$ cat config.mk
export PLATFORM = sky130hd
export DESIGN_NAME = tcb_lite_result
export DESIGN_NICKNAME = d
export VERILOG_FILES = /design/src/tcb_lite_pkg.sv /design/src/tcb_lite_result.sv
export VERILOG_INCLUDE_DIRS = /design/src /design/src/src
export SDC_FILE = /design/constraint.sdc
export NUM_CORES = 1
export LEC_CHECK = 0
export BUFFER_PORTS_ARGS = -buffer_cell sky130_fd_sc_hd__buf_2
export CAP_MARGIN = 20
export CORE_UTILIZATION = 34
export DETAILED_ROUTE_END_ITERATION = 12
export PLACE_DENSITY = 0.88
export SETUP_SLACK_MARGIN = 0.05
export SKIP_LAST_GASP = 1
export SYNTH_ARGS = -nofsm -noshare
export SYNTH_HDL_FRONTEND = slang
export SYNTH_SLANG_ARGS = --single-unit
$ cat constraint.sdc
create_clock -name vclk -period 1.14
set_input_delay 0.114 -clock vclk [all_inputs]
set_output_delay 0.114 -clock vclk [all_outputs]
set_load 0.02 [all_outputs]
$ cat src/tcb_lite_params.svh
/*
 * Width and memory-size macros for the TCB-Lite memory target.
 * Included by the package, the decoder and the execute stage.
 */

`ifndef TCB_LITE_PARAMS_SVH
`define TCB_LITE_PARAMS_SVH

// bus widths
`define TCB_ADR_W 32
`define TCB_DAT_W 32
// size code selects 1, 2 or 4 bytes
`define TCB_SIZ_W 2

// memory is 1 KiB, 256 words of 32 bits
`define TCB_MEM_BYTES 1024
`define TCB_WRD_W 8

`endif

$ cat src/tcb_lite_pkg.sv
/*
 * Shared types for the TCB-Lite memory target.
 * Vector typedefs, bus request and response, internal stage structs,
 * monitor violation flags and the execute phase enum.
 */

`include "tcb_lite_params.svh"

package tcb_lite_pkg;

    ////////////////////////////////////////
    // vectors with a meaning
    ////////////////////////////////////////

    typedef logic [`TCB_ADR_W-1:0] adr_t;
    typedef logic [`TCB_DAT_W-1:0] dat_t;
    // transfer moves 2**siz bytes
    typedef logic [`TCB_SIZ_W-1:0] siz_t;
    typedef logic [`TCB_WRD_W-1:0] wrd_t;
    typedef logic [1:0]            lane_t;
    // 1 to 4 bytes
    typedef logic [2:0]            cnt_t;

    ////////////////////////////////////////
    // bus side
    ////////////////////////////////////////

    typedef struct packed {
        logic wen;
        adr_t adr;
        siz_t siz;
        dat_t wdt;
    } tcb_req_t;

    typedef struct packed {
        dat_t rdt;
        logic err;
    } tcb_rsp_t;

    ////////////////////////////////////////
    // between stages
    ////////////////////////////////////////

    typedef struct packed {
        logic  wen;
        wrd_t  wrd;
        lane_t lane;
        cnt_t  cnt;
        logic  split;
        logic  err;
        dat_t  wdt;
    } dec_op_t;

    typedef struct packed {
        logic  trn;
        logic  wen;
        logic  err;
        lane_t lane;
        cnt_t  cnt;
        dat_t  lo;
        dat_t  hi;
    } exe_res_t;

    // sticky monitor flags
    typedef struct packed {
        logic vld_rst;
        logic vld_rel;
        logic unstable;
        logic siz_rng;
    } tcb_viol_t;

    typedef enum logic {
        PH_FIRST,
        PH_SECOND
    } phase_t;

endpackage

$ cat src/tcb_lite_result.sv
/*
 * Result stage of the TCB-Lite memory target.
 * Combinational, aligns the registered read words into the response
 * read data and forwards the error and response valid.
 */

`timescale 1ns/1ps

module tcb_lite_result (
    input  tcb_lite_pkg::exe_res_t res,
    output tcb_lite_pkg::tcb_rsp_t rsp,
    output logic                   rsp_vld
);

    localparam int DW  = $bits(tcb_lite_pkg::dat_t);
    localparam int BYT = DW / 8;

    ////////////////////////////////////////
    // internal signals
    ////////////////////////////////////////

    // both words, first word in the low half
    logic [2*DW-1:0] dbl;
    logic [2*DW-1:0] dbl_sh;

    tcb_lite_pkg::dat_t rdt_sz;

    logic rd_ok;

    ////////////////////////////////////////
    // alignment
    ////////////////////////////////////////

    assign dbl    = {res.hi, res.lo};
    // starting lane moves to byte 0
    assign dbl_sh = dbl >> {res.lane, 3'b000};

    // keep cnt bytes, upper ones zero
    always_comb begin
        for (int i = 0; i < BYT; i++) begin
            rdt_sz[8*i+:8] = (i < int'(res.cnt)) ? dbl_sh[8*i+:8] : 8'h00;
        end
    end

    ////////////////////////////////////////
    // response
    ////////////////////////////////////////

    // writes and errors return zero data
    assign rd_ok = ~res.wen & ~res.err;

    always_comb begin
        rsp.rdt = rd_ok ? rdt_sz : '0;
        rsp.err = res.err;
    end

    assign rsp_vld = res.trn;

endmodule

# [Word-level counts from Yosys, hierarchy flattened]
# Cells that the tools add are included.
[totals] word_cells=13 mem_bits_ro=0 latch_bits=0 memories=0 input_bits=72 ff_bits=0 mem_bits_rw=0 out_inout_bits=34
[classes] order_cmp=4 reduce_logical=0 div=0 shift=1 bitwise=3 mul=0 mux=5 add_sub_neg=0 n_eq_ne=0
[ops] cell="$shr 64x5->32" count=1
[ops] cell="$mux 32" count=1
[ops] cell="$mux 8" count=4
[ops] cell="$lt 1x3->1 const A" count=2
[ops] cell="$lt 2x3->1 const A" count=2
[ops] cell="$not 1->1" count=2
[ops] cell="$and 1x1->1" count=1

# [Longest topological paths before layout]
[depth] word_depth=3 depth_mapped=5 ltp_nobuf=2

# [Least setup slack after synthesis]
# OpenSTA, ideal clock, no wires.
[synth_path] path_kind="input port to output port" startpoint="in res[68] (netlist bit)" endpoint="out rsp[10] (netlist bit)" n_path_buf=3 path_slack_ns=-0.116 arrival_time_ns=1.142 cell_stages=5 required_ns=1.026 cell_sequence="buf_2 buf_4 buf_4 mux4_2 and3_1"
[synth_rtl] item="start, declared" line_no="tcb_lite_result.sv:10" rtl="input tcb_lite_pkg::exe_res_t res,"
[synth_rtl] item="end, declared" line_no="tcb_lite_result.sv:11" rtl="output tcb_lite_pkg::tcb_rsp_t rsp,"

==> results.py <==
metrics = {
    "setup_path": {
        "path_class": "primary input to output pin",
        "startpoint_type": "primary input",
        "cp_slowest_stage_delay_ns": 0.51,
        "required_ns": 1.03,
        "path_common_cell": "buf_12",
        "crit_chain": "buf_12, buf_12, mux4_2, and3_4, buf_6",
        "endpoint": "rsp[6]",
        "startpoint": "res[67]",
        "crit_path_max_fanout": 8,
        "endpoint_kind": "output pin",
        "critPathArrivalTime_ns": 1.19,
        "slowest_stage": "mux4_2",
    },
    "cells_and_area": {
        "nClkBuffers": 0,
        "numSequentialCells": 0,
        "instances_no_fill": 222,
        "regArea_um2": 0,
        "nNetsFinal": 252,
        "layout-drive-gt1-share_pct": 99.4,
        "n_antenna_cell": 0,
        "nFillCells": 212,
        "fin_area_mm2": 0.00207,
        "areaGrowthSynthToFinish_pct": 93.0,
    },
    "floorplan": {
        "core-area_mm2": 0.00303,
        "io_pins": 106,
        "start_util_pct": 35.5,
        "dieArea_mm2": 0.00339,
        "rows": 20,
        "die_w_um": 58.2,
        "dieHeight_um": 58.2,
    },
    "place": {
        "place_inst": 218,
        "placed_area_mm2": 0.00176,
        "gp_congestion": 0.660,
        "hpwlAfterDp_um": 2640,
        "port_buffers": 96,
    },
    "global_routing": {
        "gr-total-overflow": 0,
        "grt_pass1_vias": 1283,
        "track_usage_pct": 22.6,
        "grt_max_degree": 33,
        "grt_pass1_wl_um": 5850,
        "antenna_found_initial": 0,
    },
    "outcome": {
        "failed_checks": "negative setup slack",
        "status": "finished, violations left",
    },
    "timing": {
        "layout_setup_ws_ns": -0.163,
        "setup_viol_count_final": 32,
        "post-route-period-util_pct": 114,
        "hold_viol": 0,
        "finalWorstPathRequiredPeriod_ns": 1.30,
        "fmax_mhz": 767,
        "rsz0062_at_grt": "true",
        "worst_pin_slew_ns": 0.343,
        "relSlewSlack_pct": 77.1,
        "finalMaxSlewViolations": 0,
    },
    "synth": {
        "synth_area_mm2": 0.00107,
        "syn-num-nets": 154,
        "synth_common_cells": "32 x and3_1, 30 x mux4_2, 4 x buf_4, 4 x clkbuf_1",
        "yosysTopAreaCellShare_pct": 62.9,
        "yosysMostFrequentCell": "and3_1",
        "synth_cells": 82,
        "yosysTopAreaCell": "mux4_2",
        "yosysWarnings": 0,
        "seq_area_frac_synth_pct": 0,
        "synth_area_leaders": "mux4_2 63%, and3_1 19%, mux4_1 4.9%",
        "avgSynthCellArea_um2": 13.1,
        "yosysUniqueCellTypes": 13,
    },
    "drt": {
        "routed_wl_um": 3680,
        "ant_nets": 0,
        "wl_per_cell_um": 16.6,
        "viasPerCell": 5.58,
        "dr.pass1.iters": 4,
        "via_count": 1238,
        "drt-initial-drc-count": 49,
        "drc": 0,
    },
    "clock_network": {
        "cts_hold_buf": 0,
    },
    "flow_run": {
        "cap_violations": 0,
    },
    "power": {
        "leakage_uw": 0.000909,
        "p_per_area_mw_per_mm2": 384,
        "worst_ir_drop_vdd_mv": 0.233,
    },
    "hold_path": {
        "hp-class": "primary input to output pin",
    },
}
==> worst min path at each step <==
stage          slack [ns]  endpoint  cells past startpoint    start
6_report             0.23   rsp_vld                      0  res[71]
5_1_grt              0.23   rsp_vld                      0  res[71]
4_1_cts              0.23   rsp_vld                      0  res[71]
3_5_place_dp         0.23   rsp_vld                      0  res[71]
3_3_place_gp         0.23   rsp_vld                      0  res[71]
2_1_floorplan        0.34    rsp[0]                      1  res[69]
==> logic make-up (layout without fill, tap and decap cells) <==
family / Yosys count / in the layout / share of synthesized area [%]
simple gates: 35 / 35 / 20.2
buf+inv: 14 / 110 / 11.3
mux: 32 / 32 / 67.8
compound gates: 1 / 1 / 0.700
==> critical path, delay by kind of cell <==
family                 cells  cell delay (ns)
and+or+nand+nor            1             0.17
buffers and inverters      3             0.38
muxes                      1             0.51
==> cell type report <==
| class | count | area [um^2] | share of cell area (%) |
|---|---|---|---|
| Multi-Input combinational cell | 68 | 1110 | 53.7 |
| Timing Repair Buffer | 110 | 905 | 43.7 |
| Tap cell | 44 | 55.1 | 2.66 |
==> placed cells by master, fill, tap and decap left out <==
cell type  Yosys  layout
nor2_2         0       1
buf_16         0       2
buf_12         2       5
a21o_1         1       1
and3_4         0      32
mux4_2        30      32
or2_2          1       1
or3_4          0       1
buf_4          4       6
buf_6          1      35
buf_2          2      62
==> stage by stage <==
stage	power (uW)	setup slack [ns]	setup TNS (ns)	util (%)	hold WS, ns
4_1_cts	777	-0.170	-4.36	67.1	0.228
2_1_floorplan	459	-0.0192	-0.461	-	0.341
6_report	795	-0.163	-4.16	68.4	0.228
3_3_place_gp	657	-0.297	-8.47	58.1	0.228
5_1_grt	849	-0.212	-5.25	68.4	0.228
3_5_place_dp	671	-0.331	-8.77	58.1	0.228
==> routing by layer <==
metal  share of wire [%]  wire length (um)  GRT usage, %
met5                   0                 0             0
met4                   0                 0          1.36
met3                 8.0               295          3.79
met2                  56              2050          42.2
met1                  36              1340          28.6
==> where the power goes <==
group	switching (uW)	internal, uW	leakage (uW)
clock network	0	0	0
registers	0	0	0
logic	309	486	0.000909
==> what timing repair did <==
action / 4_1_cts / 5_1_grt
cloned: 2 / 0
pin swaps: 13 / 0
resized for setup: 69 / 11
setup endpoints to repair: 32 / 32
setup buffers: 2 / 0
Note: power is estimated with default switching activity, not from simulation.
