### config.mk
export PLATFORM = sky130hd
export DESIGN_NAME = tcb_lite_decode
export DESIGN_NICKNAME = d
export VERILOG_FILES = /design/src/tcb_lite_pkg.sv /design/src/tcb_lite_decode.sv
export VERILOG_INCLUDE_DIRS = /design/src /design/src/src
export SDC_FILE = /design/constraint.sdc
export NUM_CORES = 1
export LEC_CHECK = 0
export BUFFER_PORTS_ARGS = -buffer_cell sky130_fd_sc_hd__buf_2
export CORE_MARGIN = 2
export CORE_UTILIZATION = 34
export DETAILED_ROUTE_END_ITERATION = 12
export MAX_ROUTING_LAYER = met4
export PLACE_DENSITY = 0.88
export SYNTH_ARGS = -nofsm -noshare
export SYNTH_HDL_FRONTEND = slang
export SYNTH_SLANG_ARGS = --single-unit
### constraint.sdc
create_clock -name vclk -period 2.15
set_input_delay 0.1075 -clock vclk [all_inputs]
set_output_delay 0.1075 -clock vclk [all_outputs]
set_load 0.1 [all_outputs]
### src/tcb_lite_params.svh
/*
 * Width and memory-size macros for the TCB-Lite memory target.
 * Included by the package, the decoder and the execute stage.
 */

`ifndef TCB_LITE_PARAMS_SVH
`define TCB_LITE_PARAMS_SVH

// bus widths
`define TCB_ADR_W 32
`define TCB_DAT_W 32
// size code selects 1, 2 or 4 bytes
`define TCB_SIZ_W 2

// memory is 1 KiB, 256 words of 32 bits
`define TCB_MEM_BYTES 1024
`define TCB_WRD_W 8

`endif

### src/tcb_lite_pkg.sv
/*
 * Shared types for the TCB-Lite memory target.
 * Vector typedefs, bus request and response, internal stage structs,
 * monitor violation flags and the execute phase enum.
 */

`include "tcb_lite_params.svh"

package tcb_lite_pkg;

    ////////////////////////////////////////
    // vectors with a meaning
    ////////////////////////////////////////

    typedef logic [`TCB_ADR_W-1:0] adr_t;
    typedef logic [`TCB_DAT_W-1:0] dat_t;
    // transfer moves 2**siz bytes
    typedef logic [`TCB_SIZ_W-1:0] siz_t;
    typedef logic [`TCB_WRD_W-1:0] wrd_t;
    typedef logic [1:0]            lane_t;
    // 1 to 4 bytes
    typedef logic [2:0]            cnt_t;

    ////////////////////////////////////////
    // bus side
    ////////////////////////////////////////

    typedef struct packed {
        logic wen;
        adr_t adr;
        siz_t siz;
        dat_t wdt;
    } tcb_req_t;

    typedef struct packed {
        dat_t rdt;
        logic err;
    } tcb_rsp_t;

    ////////////////////////////////////////
    // between stages
    ////////////////////////////////////////

    typedef struct packed {
        logic  wen;
        wrd_t  wrd;
        lane_t lane;
        cnt_t  cnt;
        logic  split;
        logic  err;
        dat_t  wdt;
    } dec_op_t;

    typedef struct packed {
        logic  trn;
        logic  wen;
        logic  err;
        lane_t lane;
        cnt_t  cnt;
        dat_t  lo;
        dat_t  hi;
    } exe_res_t;

    // sticky monitor flags
    typedef struct packed {
        logic vld_rst;
        logic vld_rel;
        logic unstable;
        logic siz_rng;
    } tcb_viol_t;

    typedef enum logic {
        PH_FIRST,
        PH_SECOND
    } phase_t;

endpackage

### src/tcb_lite_decode.sv
/*
 * Request decoder of the TCB-Lite memory target.
 * Purely combinational, turns a bus request into word index, lane,
 * byte count, split flag and error for the execute stage.
 */

`timescale 1ns/1ps

`include "tcb_lite_params.svh"

module tcb_lite_decode (
    input  tcb_lite_pkg::tcb_req_t req,
    output tcb_lite_pkg::dec_op_t  op
);

    ////////////////////////////////////////
    // constants
    ////////////////////////////////////////

    // first address past the memory, one bit wider than the bus address
    localparam logic [`TCB_ADR_W:0] MEM_END = `TCB_MEM_BYTES;

    // largest legal size code for this data width
    localparam tcb_lite_pkg::siz_t SIZ_MAX = 2'd2;

    ////////////////////////////////////////
    // internal signals
    ////////////////////////////////////////

    tcb_lite_pkg::lane_t lane;
    tcb_lite_pkg::cnt_t  cnt;

    // lane plus count, max 3 + 4
    logic [2:0] lane_end;

    // address of the byte after the transfer, no overflow
    logic [`TCB_ADR_W:0] adr_end;

    logic siz_bad;
    logic rng_bad;

    ////////////////////////////////////////
    // field extraction
    ////////////////////////////////////////

    // low two address bits pick the lane
    assign lane = req.adr[1:0];

    // byte count from size code
    always_comb begin
        case (req.siz)
            2'd0:    cnt = 3'd1;
            2'd1:    cnt = 3'd2;
            2'd2:    cnt = 3'd4;
            // illegal, flagged as error below
            default: cnt = 3'd4;
        endcase
    end

    assign lane_end = 3'(lane) + cnt;
    assign adr_end  = {1'b0, req.adr} + (`TCB_ADR_W+1)'(cnt);

    ////////////////////////////////////////
    // error rules
    ////////////////////////////////////////

    assign siz_bad = (req.siz > SIZ_MAX);
    // any byte at or above the memory end
    assign rng_bad = (adr_end > MEM_END);

    ////////////////////////////////////////
    // decoded operation
    ////////////////////////////////////////

    always_comb begin
        op.wen   = req.wen;
        // word index sits right above the lane bits
        op.wrd   = req.adr[`TCB_WRD_W+1:2];
        op.lane  = lane;
        op.cnt   = cnt;
        // crosses into the next word
        op.split = (lane_end > 3'd4);
        op.err   = siz_bad | rng_bad;
        op.wdt   = req.wdt;
    end

endmodule

Word level (Yosys, flattened, before mapping)
Cells that the tools add are included.
{ "word_totals": {"regBits": 0, "latchBits": 0, "mem_bits_rw": 0, "mem_bits_ro": 0, "n_memories": 0} }
{ "classes": {"add_sub_neg": 2, "multipliers": 0, "n_div": 0, "order_cmp": 3, "n_eq_ne": 1, "n_shift": 0, "muxes": 1, "bitwise_logic": 1, "reduce_logical": 1} }
{ "op_table": {"columns": ["operator", "count"], "rows": [
  ["adder 32 x 3 -> 33 bit", 1],
  ["greater-than comparator 33 x 11 -> 1 bit, second input constant", 1],
  ["one-hot mux 3 bit (2 select lines)", 1],
  ["adder 2 x 3 -> 3 bit", 1],
  ["greater-than comparator 3 bit, second input constant", 1],
  ["equality test 2 x 1 -> 1 bit, second input constant", 1],
  ["greater-than comparator 2 bit, second input constant", 1],
  ["logical NOT 2 bit", 1],
  ["OR 1 bit", 1]
]} }

Longest topological paths before layout
Gate-level depths: netlist (run 1).
{ "logic_depth": {"ltp_word": 5, "ltp_mapped": 10} }

Least setup slack after synthesis (run 1)
OpenSTA, ideal clock, no wires.
{ "synth_path": {"path_kind": "input -> output", "start": "input req[33] (netlist bit)", "end": "output op[32] (netlist bit)", "arrival_ps": 4265, "required_ps": 2043, "slack_ps": -2223, "cell_stages": 9, "path_buffers": 0, "cell_sequence": "nor2b_1 fa_1 a21oi_1 or2_2 nor3_2 mux2_2 nor3_1 and4_1 nand4_1"} }
{ "synth_lines": {"columns": ["item", "line", "rtl"], "rows": [
  ["from (decl)", "tcb_lite_decode.sv:12", "input tcb_lite_pkg::tcb_req_t req,"],
  ["to (decl)", "tcb_lite_decode.sv:13", "output tcb_lite_pkg::dec_op_t op"]
]} }

==> reports/results.tsv, run 1 <==
metric	value	unit
area of placed instances	0.001396	mm2
P&R area growth vs syn	26.97	%
maximum capacitance violations	0	
Crit Path Class	in -> out	
post-DP HPWL	2578	um
most frequent cells in the layout	46 x buf_2, 29 x buf_4, 12 x nand2_1, 11 x nor2_1, 11 x nand3_1	
min-delay worst type	in -> out	
fmax	413.3	MHz
Layout Utilization	44.30	%
slowest cell on the critical path	or4b_4	
area of the multi-input gates	910.9	um2
share of cells above drive strength 1	48.77	%
CP required	2.04	ns
final hold vios	0	
P_sw	0.2261	mW
die area	0.003851	mm2
Tcrit/Tclk final	112.5	%
FF+latch count	0	
Avg Inst Size Synth	6.663	um2
Least-Margin Pin Slew	0.4914	ns
gpl congestion	0.8594	
Seq/Total Area, Yosys	0	%
Die Wd	62.06	um
Layout Cell Area excl Fill	0.001455	mm2
critical path arrival	2.31	ns
GRT Residual Overflow	0	
first-pass GRT wire length	4857	um
DR iter-0 viols	34	
core area	0.003284	mm2
internal power	0.1158	mW
Net Count, Synth	243	
DRC	0	
average via count per standard cell	5.321	
Lkg Pwr	0.6317	nW
clkbuf count	0	
Post-Synthesis Cell Area	0.001146	mm2
Nets	276	
Largest delay share family, worst path	simple AND/OR/NAND/NOR gates	
PnR worst setup slack	-0.2696	ns
Critical path buffers and inverters	3	
post-route ant nets	0	
crit path max fanout	4	
DR WL/cell	12.37	um
hold_buf cts	0	
Flop pwr share	0	%
number of port buffers	49	
Overall Global Routing Usage	16.40	%
antenna violations before repair	0	
status	finished, violations left	
via count	1325	
filler cell count	345	
Max Slew Vio Count	0	
die height	62.06	um
Critical Path Stages	12	
fin crit period	2.420	ns
switching share of total power	66.12	%
YS warnings	0	
sum of negative setup slack	-0.2696	ns
Rows	21	
Clk pwr share	0	%
synthesized instance count	172	
post-synth cell types	48	
DRT Pass-1 Iters	5	
largest net degree at the start of global routing	9	
setup violators final	1	
most common cell after layout, fill and taps aside	buf_2	
Boundary Pins	115	
Pwr Total	0.3419	mW
vias in the first global route	1149	
Register Area	0	um2
Cell Chain, Critical Path	buf_4 -> nor2b_4 -> buf_6 -> fa_2 -> a21oi_2 -> or2_4 -> or4b_4 -> o311ai_4 -> nand4_1 -> o21ai_1 -> nand4_1 -> buf_12	
Max VDD drop	0.2063	mV
Slew headroom	67.46	%
element type at the critical path start	input pin	
failing checks	negative setup slack	
ANT cells	0	
WHS Path Cells	0	
combinational power share	100.0	%
initial core utilization	34.90	%
Power Dens Cells	234.9	mW/mm2
critical path capture point type	output port	
Most common cell on crit path	nand4_1	
CP peak stage delay	0.50	ns
RSZ-0062 raised after global routing	true	
Post-Route WL	3080	um
-- per-layer routing --
layer  vias up  track usage [%]  share of wire, %
met3        16           0.8282               5.7
met2        43            28.42                50
met4         0            5.471               3.2
met1       611            20.15                41
met5         -                -                 0
li1        655                -                 -
-- final timing paths --
path / endpoint / slack (ns) / from
worst max-delay path: op[32] / -0.27 / req[33]
worst min-delay path: op[10] / 0.22 / req[10]
-- power groups by stage --
stage          combinational, mW  clock (mW)  sequential, mW
6_report                   0.342           0               0
5_1_grt                    0.367           0               0
4_1_cts                    0.342           0               0
3_5_place_dp               0.332           0               0
3_3_place_gp               0.330           0               0
2_1_floorplan              0.512           0               0
-- final cells by class --
cell class / count / share of cell area [%]
well taps: 46 / 3.955
inverters: 2 / 0.5159
repair buffers: 77 / 32.93
multi-input cells: 124 / 62.60
-- kinds of logic (layout without fill, tap and decap cells) --
group | count (synthesis) | in the layout | share of synthesized area (%)
AND/OR/NAND/NOR | 76 | 76 | 37.56
AO/OA/AOI/OAI | 33 | 33 | 18.34
buffers and inverters | 48 | 79 | 30.02
multiplexers | 4 | 4 | 3.712
XOR/XNOR | 7 | 7 | 5.349
adder cells (fa/ha/maj) | 4 | 4 | 5.022
-- repair_timing --
item,4_1_cts,5_1_grt
setup buffers,2,0
endpoints found under the setup margin,1,1
resized for setup,9,0
pin swaps,6,3
-- synth_stat cells, drive strengths merged (3+ instances only) --
library cell  number  area, um2
a21oi              6      30.03
a31oi              4      25.02
and3               4      25.02
and4               4      35.03
buf               45      332.8
ha                 3      37.54
nand2             13      51.30
nand3             12      65.06
nand4              6      37.54
nor2              14      52.55
nor3               6      40.04
nor4               4      25.02
o21ai             10      50.04
xnor2              5      43.79
-- per-stage QoR --
step                      std cells  setup WS, ns  hold WS, ns
after detailed placement        247       -0.3066       0.2157
after floorplan                 172        -1.084       0.3184
after global routing            249       -0.3609       0.2151
final                           249       -0.2696       0.2150
after CTS                       249       -0.2428       0.2157
after global placement          247       -0.3015       0.2157
Note: power is estimated with default switching activity, not from simulation.
==> inputs of run 2 (changes only) <==
--- a/config.mk
+++ b/config.mk
@@ -10,6 +10,7 @@
 export CORE_MARGIN = 2
 export CORE_UTILIZATION = 34
 export DETAILED_ROUTE_END_ITERATION = 12
+export GPL_TIMING_DRIVEN = 0
 export MAX_ROUTING_LAYER = met4
 export PLACE_DENSITY = 0.88
 export SYNTH_ARGS = -nofsm -noshare
==> run 2 against run 1 <==
  * Final area is 24% higher
  * Sequential share of layout area stayed put
  * Via count is 14% higher
  * Die area stayed put
  * Largest power group unchanged
  * Critical path type unchanged
  * Fmax is 0.33% lower
  * Utilization is 11 points higher
  * The run still ends with negative setup slack left
==> reports/results.tsv, run 2 (synthesis results as in run 1) <==
metric	value	unit
die height	62.06	um
Lkg Pwr	0.8703	nW
min-delay worst type	in -> out	
number of port buffers	81	
first-pass GRT wire length	4698	um
ANT cells	0	
maximum capacitance violations	0	
Die Wd	62.06	um
Layout Cell Area excl Fill	0.001810	mm2
Register Area	0	um2
die area	0.003851	mm2
Post-Route WL	3326	um
most frequent cells in the layout	79 x buf_2, 47 x buf_4, 12 x nand2_1, 11 x nor2_1, 11 x nand3_1	
element type at the critical path start	input pin	
P&R area growth vs syn	57.97	%
core area	0.003284	mm2
setup violators final	1	
share of cells above drive strength 1	60.47	%
Slew headroom	54.29	%
PnR worst setup slack	-0.2777	ns
fin cells	304	
worst setup path endpoint	op[32]	
Crit Path Class	in -> out	
Max VDD drop	0.2969	mV
via count	1511	
status	finished, violations left	
average via count per standard cell	4.970	
Layout Utilization	55.12	%
clkbuf count	0	
Post-Place Worst Slack	-0.4509	ns
Rows	21	
area of placed instances	0.001689	mm2
Max Slew Vio Count	0	
hold_ws	0.5984	ns
Power Dens Cells	358.5	mW/mm2
critical path arrival	2.32	ns
Least-Margin Pin Slew	0.6794	ns
initial core utilization	34.90	%
DRT Pass-1 Iters	4	
filler cell count	307	
RSZ-0062 raised after global routing	true	
CP peak stage delay	0.53	ns
FF+latch count	0	
Tcrit/Tclk final	112.9	%
hold_buf cts	0	
Critical Path Start	req[33]	
largest net degree at the start of global routing	10	
Post-Place Cells	299	
GRT Residual Overflow	0	
fmax	411.9	MHz
Nets	331	
Most common cell on crit path	nand4_1	
DRC	0	
crit path max fanout	6	
Boundary Pins	115	
Cell Chain, Critical Path	buf_6 -> nor2_4 -> ha_4 -> fa_2 -> a21oi_2 -> or2_4 -> or4b_4 -> o311ai_4 -> nand4_1 -> o21ai_2 -> nand4_1 -> buf_12	
vias in the first global route	1145	
CP required	2.04	ns
Critical Path Stages	12	
fin crit period	2.428	ns
DR WL/cell	10.94	um
slowest cell on the critical path	or4b_4	
Largest delay share family, worst path	simple AND/OR/NAND/NOR gates	
final hold vios	0	
gpl congestion	0.9410	
most common cell after layout, fill and taps aside	buf_2	
post-DP HPWL	2824	um
DR iter-0 viols	37	
Critical path buffers and inverters	2	
failing checks	negative setup slack	
antenna violations before repair	0	
post-route ant nets	0	
Overall Global Routing Usage	15.79	%
critical path capture point type	output port	
## run 2: report_power, final
group	switching (mW)	internal, mW
sequential	0	0
combinational	0.481	0.168
clock	0	0
total	0.481	0.168
## run 2: timing repair
item	CTS	global route
endpoints found under the setup margin	1	1
gates cloned	0	0
buffers inserted	3	2
resized for setup	10	8
pin swaps	6	7
## run 2: how the worst min path moves through the flow
stage | cells past startpoint | startpoint | endpoint | slack [ns]
2_1_floorplan | 1 | req[32] | op[34] | 0.32
3_3_place_gp | 2 | req[22] | op[22] | 0.60
3_5_place_dp | 2 | req[20] | op[20] | 0.60
4_1_cts | 2 | req[29] | op[29] | 0.60
5_1_grt | 2 | req[24] | op[24] | 0.60
6_report | 2 | req[16] | op[16] | 0.60
## run 2: layout make-up
cell class | instances | area (um2) | area share [%]
plain buffers | 46 | 342.8 | 18.94
repair buffers | 86 | 474.2 | 26.19
well taps | 46 | 57.56 | 3.179
inverters | 2 | 7.507 | 0.4147
multi-input cells | 124 | 928.4 | 51.28
## run 2: metrics by stage
stage	power [mW]	TNS [ns]
2_1_floorplan	0.5123	-1.084
3_3_place_gp	0.6219	-0.4393
4_1_cts	0.6417	-0.2862
6_report	0.6490	-0.2777
3_5_place_dp	0.6282	-0.4509
5_1_grt	0.6791	-0.3877
## run 2: layer usage
metal	vias up	global-route usage, %	part of all wire (%)
met5	-	-	0
met4	0	1.520	0.66
met3	2	0.2070	6.7
met2	66	29.76	53
met1	680	19.28	40
li1	763	-	-
