### config.mk
export PLATFORM = sky130hd
export DESIGN_NAME = tcb_lite_protocol_monitor
export DESIGN_NICKNAME = d
export VERILOG_FILES = /design/src/tcb_lite_pkg.sv /design/src/tcb_lite_protocol_monitor.sv
export VERILOG_INCLUDE_DIRS = /design/src /design/src/src
export SDC_FILE = /design/constraint.sdc
export NUM_CORES = 1
export LEC_CHECK = 0
export BUFFER_PORTS_ARGS = -buffer_cell sky130_fd_sc_hd__buf_2
export CAP_MARGIN = 20
export CORE_MARGIN = 1.5
export CORE_UTILIZATION = 42
export CTS_BUF_LIST = sky130_fd_sc_hd__clkbuf_4
export DETAILED_ROUTE_END_ITERATION = 7
export GPL_TIMING_DRIVEN = 0
export PLACE_DENSITY = 0.68
export SETUP_SLACK_MARGIN = 0.05
export SLEW_MARGIN = 5
export SYNTH_ARGS = -nofsm -noshare
export SYNTH_HDL_FRONTEND = slang
export SYNTH_SLANG_ARGS = --single-unit
### constraint.sdc
create_clock -name tcb -period 3.25 [get_ports tcb]
set_input_delay 0.325 -clock tcb [delete_from_list [all_inputs] [get_ports tcb]]
set_output_delay 0.325 -clock tcb [all_outputs]
set_load 0.005 [all_outputs]
### src/tcb_lite_params.svh
/*
 * Width and memory-size macros for the TCB-Lite memory target.
 * Included by the package, the decoder and the execute stage.
 */

`ifndef TCB_LITE_PARAMS_SVH
`define TCB_LITE_PARAMS_SVH

// bus widths
`define TCB_ADR_W 32
`define TCB_DAT_W 32
// size code selects 1, 2 or 4 bytes
`define TCB_SIZ_W 2

// memory is 1 KiB, 256 words of 32 bits
`define TCB_MEM_BYTES 1024
`define TCB_WRD_W 8

`endif

### src/tcb_lite_pkg.sv
/*
 * Shared types for the TCB-Lite memory target.
 * Vector typedefs, bus request and response, internal stage structs,
 * monitor violation flags and the execute phase enum.
 */

`include "tcb_lite_params.svh"

package tcb_lite_pkg;

    ////////////////////////////////////////
    // vectors with a meaning
    ////////////////////////////////////////

    typedef logic [`TCB_ADR_W-1:0] adr_t;
    typedef logic [`TCB_DAT_W-1:0] dat_t;
    // transfer moves 2**siz bytes
    typedef logic [`TCB_SIZ_W-1:0] siz_t;
    typedef logic [`TCB_WRD_W-1:0] wrd_t;
    typedef logic [1:0]            lane_t;
    // 1 to 4 bytes
    typedef logic [2:0]            cnt_t;

    ////////////////////////////////////////
    // bus side
    ////////////////////////////////////////

    typedef struct packed {
        logic wen;
        adr_t adr;
        siz_t siz;
        dat_t wdt;
    } tcb_req_t;

    typedef struct packed {
        dat_t rdt;
        logic err;
    } tcb_rsp_t;

    ////////////////////////////////////////
    // between stages
    ////////////////////////////////////////

    typedef struct packed {
        logic  wen;
        wrd_t  wrd;
        lane_t lane;
        cnt_t  cnt;
        logic  split;
        logic  err;
        dat_t  wdt;
    } dec_op_t;

    typedef struct packed {
        logic  trn;
        logic  wen;
        logic  err;
        lane_t lane;
        cnt_t  cnt;
        dat_t  lo;
        dat_t  hi;
    } exe_res_t;

    // sticky monitor flags
    typedef struct packed {
        logic vld_rst;
        logic vld_rel;
        logic unstable;
        logic siz_rng;
    } tcb_viol_t;

    typedef enum logic {
        PH_FIRST,
        PH_SECOND
    } phase_t;

endpackage

### src/tcb_lite_protocol_monitor.sv
/*
 * Synthesizable TCB-Lite protocol monitor.
 * Watches the request side of the bus and raises sticky violation flags,
 * cleared by reset, for reset, stall stability and size range rules.
 */

`timescale 1ns/1ps

module tcb_lite_protocol_monitor (
    input  logic                    tcb,
    input  logic                    rst,
    input  logic                    vld,
    input  logic                    rdy,
    input  tcb_lite_pkg::tcb_req_t  req,
    output tcb_lite_pkg::tcb_viol_t viol
);

    // largest legal size code, log2 of bytes per word
    localparam int unsigned SIZ_MAX = $clog2($bits(tcb_lite_pkg::dat_t) / 8);

    ////////////////////////////////////////
    // previous bus state
    ////////////////////////////////////////

    logic                   prv_vld;
    logic                   prv_rdy;
    logic                   prv_rst;
    tcb_lite_pkg::tcb_req_t prv_req;

    always_ff @(posedge tcb) begin
        prv_vld <= vld;
        prv_rdy <= rdy;
        prv_rst <= rst;
        prv_req <= req;
    end

    ////////////////////////////////////////
    // valid during reset
    ////////////////////////////////////////

    // restarts on reset entry, then survives release
    always_ff @(posedge tcb) begin
        if (rst) begin
            viol.vld_rst <= vld | (viol.vld_rst & prv_rst);
        end
    end

    ////////////////////////////////////////
    // flags cleared by reset
    ////////////////////////////////////////

    always_ff @(posedge tcb) begin
        if (rst) begin
            viol.vld_rel  <= 1'b0;
            viol.unstable <= 1'b0;
            viol.siz_rng  <= 1'b0;
        end else begin
            // first cycle after release
            if (prv_rst && vld) begin
                viol.vld_rel <= 1'b1;
            end
            // stalled request must stay put
            if (prv_vld && !prv_rdy && vld && (req != prv_req)) begin
                viol.unstable <= 1'b1;
            end
            if (vld && (int'(req.siz) > SIZ_MAX)) begin
                viol.siz_rng <= 1'b1;
            end
        end
    end

endmodule

Yosys cells after proc, flatten, opt, wreduce, memory -nomap -nowiden:

Index checks and enable logic that the tools add are counted.

* flip-flop bits (word level): 74
* input port bits: 71
* output and inout bits: 4
* word-level logic and storage cells: 21

* $lt $le $gt $ge: 1
* eq/ne operators: 1
* bitwise gates (word level): 2
* reduce and logical (&&, ||, !) cells: 6

Operator list (count)
* 67-bit != test: 1
* 1-bit logical AND: 5
* 2-bit greater-than comparator (second input constant): 1
* 1-bit AND: 1
* 1-bit zero test: 1
* 1-bit OR: 1

Longest topological paths before layout:

Gate-level depths: netlist of run 1.

* word-level depth: 4
* depth in mapped cells: 5
* gate-level depth less buffers: 5

Worst setup path before layout of run 1:

OpenSTA, ideal clock, no wires.

* path type: input port to flip-flop
* start: in req[46] (netlist name)
* end: reg viol[1] (netlist name)
* library setup time: 124 ps
* data arrival time: 1057 ps
* data required time: 3126 ps
* slack: 2069 ps
* stages on the path: 5
* buffers on the path: 0
* path through: xor2_1 -> nor4_1 -> nand3_1 -> nor3_2 -> a211oi_1

* longest elaborated chain between the ends: 2

Ends and longest elaborated chain
* from (decl): line tcb_lite_protocol_monitor.sv:14 `input tcb_lite_pkg::tcb_req_t req,`
* 67-bit != test: line tcb_lite_protocol_monitor.sv:63 `if (prv_vld && !prv_rdy && vld && (req != prv_req)) begin`
* 1-bit logical AND: line tcb_lite_protocol_monitor.sv:63
* to (decl): line tcb_lite_protocol_monitor.sv:15 `output tcb_lite_pkg::tcb_viol_t viol`

Every way passes these cells.
A chain may end at the register's enable or synchronous reset.

Worst setup path in the final report of run 1:

* start: reg prv_req[35] (netlist name)
* end: reg viol[1] (netlist name)

* longest elaborated chain between the ends: 2

Ends and longest elaborated chain
* from (decl): line tcb_lite_protocol_monitor.sv:28 `tcb_lite_pkg::tcb_req_t prv_req;`
* from (signal assigned): line tcb_lite_protocol_monitor.sv:34 `prv_req <= req;`
* 67-bit != test: line tcb_lite_protocol_monitor.sv:63
* 1-bit logical AND: line tcb_lite_protocol_monitor.sv:63

Every way passes these cells.

==> results.txt, run 1 <==
Status = finished clean
Worst slack, placed = 1.68 ns
Fill count = 474
Placer congestion estimate = 0.694
Syn_nets = 243
Worst path arrival time = 1.72 ns
Worst reg2reg startpoint = prv_req[35]
Std-Cell Rows = 26
Detailed Route WL = 3610 µm
First-pass GRT wire length = 6040 µm
Initial Utilization = 44.1%
Ys async rst share = 0%
Commonest cells post-synth = dfxtp_1 (73), xor2_1 (59), nor4_1 (15)
Main area contributors after synthesis = dfxtp_1 (64%), xor2_1 (23%), nor4_1 (4.1%)
Final setup viols = 0
Clock Path Buffers = 2
Final worst slack = 1.80 ns
Grt ovf = 0
Max H-tree Level = 3
Post-synthesis sequential area ratio = 65.8%
Cell area after layout = 2860 µm²
Iteration-0 DRC Markers = 17
Die height = 76.5 µm
XOR/XNOR Fraction of Synth Area = 25.9%
Slew Viols, Final = 0
Layout Nets = 328
Synth area leader = dfxtp_1
Max rail drop VDD = 0.000316 V
Synth Area in Compound Gates = 1.43%
Clk_lat worst skew = 0.39 ns
Drt drc = 0
Hold Buf Count CTS = 0
Power Dens Cells = 575 nW/µm²
Largest net degree at the start of global routing = 12
Vias in the first global route = 1,373
Adder and majority gate portion of the synthesized area = 0%
Hold wc startpoint = req[9]
Cell with the most instances after synthesis = dfxtp_1
WP data required = 3.52 ns
Crit path max fanout = 1
Reg2reg setup slack = 1.80 ns
Clock skew = 0.0111 ns
Yosys reg bits = 74
Setup TNS = 0 ns
CTS tree = built
Die width = 76.5 µm
DR WL/cell = 10.9 µm
Slew HR = 76.1%
CTS Root Cell = clkbuf_4
Share of cells above drive strength 1 = 34.0%
Initial antenna violation count = 0
Crit share post-route = 44.7%
Ys Warns = 0
Post-DP Area = 2730 µm²
RSZ-0062 raised after global routing = false
Top Ports = 75
Maxcap violations = 0
Area share of the largest cell type after synthesis = 64.5%
GRT Util Overall = 13.7%
Total CTS buffers = 9
Core Area = 5140 µm²
Number of cells upsized or downsized after cts = 0
Total number of vias = 1,428
Port Buffers = 74
Antenna cells = 0
Postcts setup bufs = 0
Mapped Cells = 172
Synth Flop Type = dfxtp_1
Mapped Area = 2270 µm²
Min Clock Period, post-route = 1.45 ns
Worst r2r path cells = 5
Multiplexer share of the synthesized area = 0%
Largest family of logic cells by synthesized area = XOR/XNOR gates
FMAX = 688 MHz
Mean number of vias per cell = 4.30
Placed wire-length estimate = 2820 µm
Final hold violation count = 0
CP endpoint kind = flop
Final core utilization = 55.6%
Synth unique cells = 15
Total die area = 5850 µm²
Hold path depth = 1
Post-placement cell count = 316
Slew @ Worst Pin = 0.355 ns
Critical path startpoint category = flop
Area Overhead vs Synth = 26.0%
Mean area per synthesized cell = 13.2 µm²
CTS Sinks = 74
DR pass1 iterations = 6
Number of synthesized flops with an enable pin = 1
Hold endpoint = prv_req[9]
Final Non-Filler Cells = 332
DRT antenna net count = 0
Crit Path Category = flop to flop
Critical R2R Capture = viol[1]
HP Class = input port to flop
Worst-path clk slew = 0.11 ns
Simple-gate portion of the synthesized area = 6.73%
Cell leakage power = 1.29 nW
## flip-flops by register name, summed over array words and instances, names as in the netlist
| signal | flops |
|---|---|
| prv_rdy | 1 |
| prv_req | 67 |
| viol | 4 |
| prv_vld | 1 |
| prv_rst | 1 |
## power by group
part	internal, mW	total, mW	switching, mW
logic	0.0741	0.133	0.0586
clock network	0.255	0.533	0.278
registers	0.958	0.978	0.0201
total	1.29	1.64	0.357
## worst max-delay path, cell delays in order (launching register included)
cell and delay, ns:
dfxtp_1 0.32, xor2_1 0.15, nor4_1 0.35, nand4_1 0.20, nor3_2 0.21, a211oi_1 0.09
## logic make-up after synthesis
| logic type | count (synthesis) |
|---|---|
| buf+inv | 1 |
| compound gates | 5 |
| xor+xnor | 67 |
| flops | 74 |
| simple gates | 25 |
## per-stage QoR
| stage | total power [mW] | hold WS [ns] |
|---|---|---|
| after floorplan | 1.06 | 0.353 |
| after global placement | 1.13 | 0.440 |
| after detailed placement | 1.13 | 0.444 |
| after CTS | 1.67 | 0.0179 |
| after global routing | 1.73 | 0.0176 |
| final | 1.64 | 0.0479 |
## how the worst max path moves through the flow
stage                start      end  slack, ns  cells past startpoint
4_1_cts        prv_req[35]  viol[1]       1.77                      5
2_1_floorplan      req[46]  viol[1]       2.07                      5
3_5_place_dp       req[35]  viol[1]       1.68                      6
3_3_place_gp       req[10]  viol[1]       1.71                      6
6_report       prv_req[35]  viol[1]       1.80                      5
5_1_grt        prv_req[41]  viol[1]       1.66                      5
## layout by cell type, fill, tap and decap left out
cell	netlist	routed
edfxtp_1	1	1
nor3_2	1	1
dfxtp_1	73	73
xnor2_1	8	8
nor2_1	2	2
bufinv_16	0	1
a31oi_1	2	2
nor4_1	15	15
nor3_1	1	1
xor2_1	59	59
buf_2	0	74
nand3_1	1	1
nand4_1	5	5
clkbuf_4	0	12
a211oi_1	1	1
clkinv_1	0	2
a21oi_1	1	1
inv_1	1	1
clkinv_2	0	1
a21o_1	1	1
## final cells by class
| type | count | area (µm²) | share of cell area [%] |
|---|---|---|---|
| multi-input cells | 97 | 772 | 27.0 |
| flip-flops and latches | 74 | 1490 | 52.2 |
| well taps | 70 | 87.6 | 3.06 |
| clock buffers | 12 | 90.1 | 3.15 |
| repair buffers | 74 | 370 | 13.0 |
| clock inverters | 4 | 42.5 | 1.49 |
| inverters | 1 | 3.75 | 0.131 |
## routing by layer
metal / wire length [µm] / track usage, %
met1: 1760 / 17.7
met2: 1500 / 18.9
met3: 240 / 3.95
met4: 118 / 10.6
met5: 0 / 0
(Power assumes the default switching activity.)
==> run 2: changes to the inputs <==
==> constraint.sdc (replaced) <==
create_clock -name tcb -period 1.5 [get_ports tcb]
set_input_delay 0.15 -clock tcb [delete_from_list [all_inputs] [get_ports tcb]]
set_output_delay 0.15 -clock tcb [all_outputs]
set_load 0.005 [all_outputs]
==> results.txt, run 2 (same netlist as run 1, synthesis figures left out) <==
FF/Latch Area = 1490 µm² (unchanged)
Worst r2r path cells = 5 (unchanged)
Min Clock Period, post-route = 1.43 ns
Most frequent cells in the layout = dfxtp_1 (73), dlygate4sd3_1 (70), buf_2 (65) (was buf_2 (74), dfxtp_1 (73), xor2_1 (59))
Crit Path Category = input port to flop (was flop to flop)
Reg2reg setup slack = 0.10 ns (was 1.80 ns)
Final setup viols = 0 (unchanged)
Final Non-Filler Cells = 393 (was 332)
Detailed Route WL = 5070 µm (was 3610 µm)
Crit share post-route = 95.6%
Std-Cell Rows = 26 (unchanged)
CTS Sinks = 74 (unchanged)
Slew Viols, Final = 0 (unchanged)
Critical path startpoint category = input port (was flop)
Cell Chain, Critical Path = dlygate4sd3_1 > buf_2 > xor2_1 > nor4_2 > nand4_1 > nor3_2 > a211oi_1 (was xor2_1 > nor4_1 > nand4_1 > nor3_2 > a211oi_1)
Initial antenna violation count = 0 (unchanged)
Crit path max fanout = 2 (was 1)
Slew HR = 79.3% (was 76.1%)
Commonest non-fill, non-tap cell in the layout = dfxtp_1 (was buf_2)
CP endpoint kind = flop (unchanged)
Worst slack, placed = 0.0626 ns (was 1.68 ns)
Clock Path Buffers = 2 (unchanged)
Final worst slack = 0.0660 ns (was 1.80 ns)
Hold path depth = 3 (was 1)
Worst path top cell family by delay = buffers and inverters (was simple AND/OR/NAND/NOR gates)
Total CTS buffers = 9 (unchanged)
Core Area = 5140 µm² (unchanged)
Switching fraction of total power = 22.4% (was 21.7%)
RSZ-0062 raised after global routing = true (was false)
Total number of vias = 1,692 (was 1,428)
Final hold slack = 0.0525 ns (was 0.0479 ns)
Fill count = 398 (was 474)
Area Overhead vs Synth = 57.4% (was 26.0%)
CTS Root Cell = clkbuf_4 (unchanged)
Cell area after layout = 3570 µm² (was 2860 µm²)
Comb power frac = 12.1% (was 8.1%)
Cell leakage power = 1.55 nW (was 1.29 nW)
Grt ovf = 0 (unchanged)
First-pass GRT wire length = 8470 µm (was 6040 µm)
Clock skew = 0.0134 ns (was 0.0111 ns)
Max H-tree Level = 3 (unchanged)
DR WL/cell = 12.9 µm (was 10.9 µm)
Design Power = 3.75 mW (was 1.64 mW)
Slowest stage delay, CP = 0.54 ns (was 0.35 ns)
Largest register FFs = 67 (unchanged)
Share of cells above drive strength 1 = 27.6% (was 34.0%)
Register share of total power = 56.6% (was 59.5%)
Worst reg2reg startpoint = prv_req[66] (was prv_req[35])
Vias in the first global route = 1,827 (was 1,373)
DR pass1 iterations = 6 (unchanged)
Critical R2R Capture = viol[1] (unchanged)
Post-DP Area = 2730 µm² (unchanged)
FMAX = 697 MHz
Mean number of vias per cell = 4.31 (was 4.30)
Maxcap violations = 0 (unchanged)
Biggest register = prv_req (unchanged)
Die height = 76.5 µm (unchanged)
Total die area = 5850 µm² (unchanged)
Final hold violation count = 0 (unchanged)
Hold endpoint = viol[0] (was prv_req[9])
HP Class = input port to flop (unchanged)
Die width = 76.5 µm (unchanged)
Iteration-0 DRC Markers = 26 (was 17)
Internal power = 2.91 mW (was 1.29 mW)
Final core utilization = 69.4% (was 55.6%)
Area occupied by multi-input gates = 827 µm² (was 772 µm²)
Worst-path clk slew = 0.10 ns (was 0.11 ns)
Critical path buffers and inverters = 2 (was 0)
Drt drc = 0 (unchanged)
GRT Util Overall = 18.9% (was 13.7%)
Initial Utilization = 44.1% (unchanged)
Top Registers = prv_req: 67 flops, viol: 4 flops (unchanged)
Top Ports = 75 (unchanged)
Switching pwr = 839 µW (was 357 µW)
WP data required = 1.78 ns (was 3.52 ns)
Clock power frac = 31.3% (was 32.4%)
Max rail drop VDD = 0.000624 V (was 0.000316 V)
Placed wire-length estimate = 2820 µm (unchanged)
CTS tree = built (unchanged)
Setup TNS = 0 ns (unchanged)
Status = finished clean (unchanged)
Clk_lat worst skew = 0.40 ns (was 0.39 ns)
Slowest CP cell = dlygate4sd3_1 (was nor4_1)
DRT antenna net count = 0 (unchanged)
Worst path arrival time = 1.71 ns (was 1.72 ns)
Placer congestion estimate = 0.694 (unchanged)
Antenna cells = 0 (unchanged)
Post-placement cell count = 316 (unchanged)
Power Dens Cells = 1050 nW/µm² (was 575 nW/µm²)
Port Buffers = 74 (unchanged)
Layout Nets = 389 (was 328)
Hold wc startpoint = req[33] (was req[9])
Slew @ Worst Pin = 0.308 ns (was 0.355 ns)
Largest net degree at the start of global routing = 12 (unchanged)
## run 2: cell types whose count changed in the layout (fill, tap and decap cells not counted)
cell | previous run | this run
nor4_2 | 0 | 8
nor4_1 | 15 | 7
buf_2 | 74 | 65
dlygate4sd3_1 | 0 | 70
nor3_2 | 1 | 2
nor3_1 | 1 | 0
## run 2: area by class of cell
cell class              instances  area share, %
clock buffers                  12           2.52
clock inverters                 4           1.19
inverters                       1          0.105
multi-input cells              97           23.2
flip-flops and latches         74           41.8
well taps                      70           2.45
repair buffers                135           28.8
## run 2: power by group through the flow
stage	sequential (mW)	clock (mW)	combinational, mW
final	2.12	1.17	0.452
after CTS	2.12	1.20	0.441
after global placement	2.16	0	0.286
after detailed placement	2.17	0	0.292
after global routing	2.13	1.28	0.496
after floorplan	2.16	0	0.137
## run 2: routing by layer
layer	global-route usage (%)	share of wire, %
met3	4.67	5.4
met1	21.7	43
met5	0	0
met4	10.6	2.8
met2	32.0	49
## run 2: worst max-delay path by stage
stage | startpoint | endpoint | cells after the start
floorplan | prv_req[46] | viol[1] | 5
global placement | prv_req[10] | viol[1] | 5
detailed placement | prv_req[35] | viol[1] | 5
CTS | req[22] | viol[1] | 7
global route | req[66] | viol[1] | 6
finish | req[62] | viol[1] | 7
## run 2: repair_timing
item                                    CTS  global route
pin swaps                                 0            12
hold endpoints to repair                 74             0
buffers inserted                          0             0
resized for setup                         3             6
endpoints found under the setup margin    1             1
hold buffers                             70             0
## run 2: tightest hold or removal path, stage by stage
cell,delay [ns]
buf_2,0.11
a31oi_1,0.08
nor2_1,0.07
==> run 3: changes to the inputs <==
--- a/config.mk
+++ b/config.mk
@@ -10,8 +10,9 @@
 export CAP_MARGIN = 20
 export CORE_MARGIN = 1.5
 export CORE_UTILIZATION = 42
-export CTS_BUF_LIST = sky130_fd_sc_hd__clkbuf_4
+export CTS_BUF_LIST = sky130_fd_sc_hd__clkbuf_8
 export DETAILED_ROUTE_END_ITERATION = 7
+export GPL_ROUTABILITY_DRIVEN = 0
 export GPL_TIMING_DRIVEN = 0
 export PLACE_DENSITY = 0.68
 export SETUP_SLACK_MARGIN = 0.05
==> results.txt, run 3 (same netlist as run 1, synthesis figures left out) <==
CTS Root Cell = clkbuf_8 (was clkbuf_4)
GRT Util Overall = 18.0% (was 18.9%)
Final hold violation count = 0 (unchanged)
DR WL/cell = 12.7 µm (was 12.9 µm)
Total CTS buffers = 9 (unchanged)
Clock power frac = 36.9% (was 31.3%)
DR pass1 iterations = 4 (was 6)
WP data required = 1.71 ns (was 1.78 ns)
Die width = 76.5 µm (unchanged)
Postcts setup bufs = 0 (unchanged)
DRT antenna net count = 0 (unchanged)
Worst path arrival time = 1.66 ns (was 1.71 ns)
HP Class = input port to flop (unchanged)
Largest net degree at the start of global routing = 12 (unchanged)
Crit share post-route = 96.5% (was 95.6%)
Std-Cell Rows = 26 (unchanged)
Area Overhead vs Synth = 60.3% (was 57.4%)
Critical path startpoint category = input port (unchanged)
Grt ovf = 0 (unchanged)
First-pass GRT wire length = 8130 µm (was 8470 µm)
Core Area = 5140 µm² (unchanged)
Largest register FFs = 67 (unchanged)
Min Clock Period, post-route = 1.45 ns (was 1.43 ns)
Cell area after layout = 3630 µm² (was 3570 µm²)
Detailed Route WL = 4980 µm (was 5070 µm)
RSZ-0062 raised after global routing = true (unchanged)
Clock skew = 0.00397 ns (was 0.0134 ns)
Total die area = 5850 µm² (unchanged)
Layout Nets = 388 (was 389)
Drt drc = 0 (unchanged)
Die height = 76.5 µm (unchanged)
Maxcap violations = 0 (unchanged)
Crit path max fanout = 2 (unchanged)
Max rail drop VDD = 0.000742 V (was 0.000624 V)
Top Ports = 75 (unchanged)
Internal power = 3.19 mW (was 2.91 mW)
Final setup viols = 0 (unchanged)
Setup TNS = 0 ns (unchanged)
Slew @ Worst Pin = 0.320 ns (was 0.308 ns)
CTS tree = built (unchanged)
Comb power frac = 11.0% (was 12.1%)
Placed wire-length estimate = 2820 µm (unchanged)
Top Registers = prv_req: 67 flops, viol: 4 flops (unchanged)
Status = finished clean (unchanged)
GR peak layer = met2 (unchanged)
Mean number of vias per cell = 4.31 (about the same)
Met1 Usage GRT = 20.7% (was 21.7%)
Cell leakage power = 1.62 nW (was 1.55 nW)
Biggest register = prv_req (unchanged)
Slew Viols, Final = 0 (unchanged)
Antenna cells = 0 (unchanged)
Iteration-0 DRC Markers = 14 (was 26)
Port Buffers = 74 (unchanged)
Final core utilization = 70.7% (was 69.4%)
Power Dens Cells = 1120 nW/µm² (was 1050 nW/µm²)
Clk_lat worst skew = 0.32 ns (was 0.40 ns)
Slew HR = 78.5% (was 79.3%)
Switching fraction of total power = 21.7% (was 22.4%)
Grt met2 use = 30.9% (was 32.0%)
Fill count = 377 (was 398)
Worst-path clk slew = 0.07 ns (was 0.10 ns)
Switching pwr = 884 µW (was 839 µW)
Max H-tree Level = 3 (unchanged)
Initial Utilization = 44.1% (unchanged)
CTS Sinks = 74 (unchanged)
Commonest non-fill, non-tap cell in the layout = dfxtp_1 (unchanged)
Register share of total power = 52.0% (was 56.6%)
Clock Path Buffers = 2 (unchanged)
Vias in the first global route = 1,882 (was 1,827)
Met3 usage = 3.95% (was 4.67%)
Total number of vias = 1,689 (was 1,692)
FMAX = 691 MHz (was 697 MHz)
Crit Path Category = input port to flop (unchanged)
Share of cells above drive strength 1 = 27.0% (was 27.6%)
Final hold slack = 0.0582 ns (was 0.0525 ns)
Initial antenna violation count = 0 (unchanged)
Post-DP Area = 2730 µm² (unchanged)
CP endpoint kind = flop (unchanged)
Most frequent cells in the layout = dfxtp_1 (72), dlygate4sd3_1 (66), buf_2 (64) (was dfxtp_1 (73), dlygate4sd3_1 (70), buf_2 (65))
-- run 3: cell types whose count changed in the layout (fill, tap and decap cells not counted) --
| cell | delta |
|---|---|
| nor4_1 | +1 |
| buf_2 | -1 |
| inv_1 | +3 |
| clkbuf_4 | -12 |
| nor4_2 | -1 |
| dfxtp_1 | -1 |
| dfxtp_2 | +1 |
| clkinv_1 | -2 |
| dlymetal6s4s_1 | +4 |
| dlygate4sd3_1 | -4 |
| clkbuf_8 | +11 |
-- run 3: repair_timing --
| action | CTS | global route |
|---|---|---|
| hold buffers | 70 | 0 |
| setup endpoints to repair | 1 | 1 |
| resized for setup | 2 | 11 |
| pin swaps | 0 | 12 |
| endpoints found under the hold margin | 70 | 0 |
-- run 3: final timing paths --
path	endpoint	slack, ns	depth (start not counted)	from
setup / recovery	viol[1]	0.05	7	req[66]
hold / removal	prv_req[57]	0.06	1	req[57]
setup reg to reg	viol[1]	0.09	5	prv_req[29]
hold reg to reg	viol[0]	0.47	2	viol[0]
-- run 3: layout make-up --
cell class	count	area (µm²)	share of cell area (%)
multi-input cells	97	821	22.6
flip-flops and latches	74	1490	41.1
clock buffers	11	151	4.17
inverters	1	3.75	0.103
well taps	70	87.6	2.41
clock inverters	5	46.3	1.27
repair buffers	134	1030	28.4
-- run 3: through the flow --
stage | power [mW] | setup slack, ns | instances
finish | 4.08 | 0.0519 | 392
global route | 4.24 | -0.0203 | 392
CTS | 4.09 | 0.0502 | 402
detailed placement | 2.46 | 0.0626 | 316
global placement | 2.45 | 0.0871 | 316
floorplan | 2.30 | 0.338 | 172
-- run 3: power by group through the flow --
stage	Clock (mW)	Combinational [mW]	Sequential, mW
5_1_grt	1.61	0.491	2.13
3_3_place_gp	0	0.286	2.16
6_report	1.51	0.450	2.12
2_1_floorplan	0	0.137	2.16
3_5_place_dp	0	0.292	2.17
4_1_cts	1.53	0.437	2.12
-- run 3: critical path, stage by stage --
cell           delay, ns
dlygate4sd3_1       0.54
buf_2               0.14
xor2_1              0.15
nor4_2              0.24
nand4_1             0.15
nor3_2              0.20
a211oi_1            0.09
-- run 3: layer usage --
layer  part of all wire, %  wire, µm  vias up
li1                      -         -      865
met1                    45      2250      760
met2                    49      2440       53
met3                   3.6       178       11
met4                   2.2       110        0
met5                     0         0        -
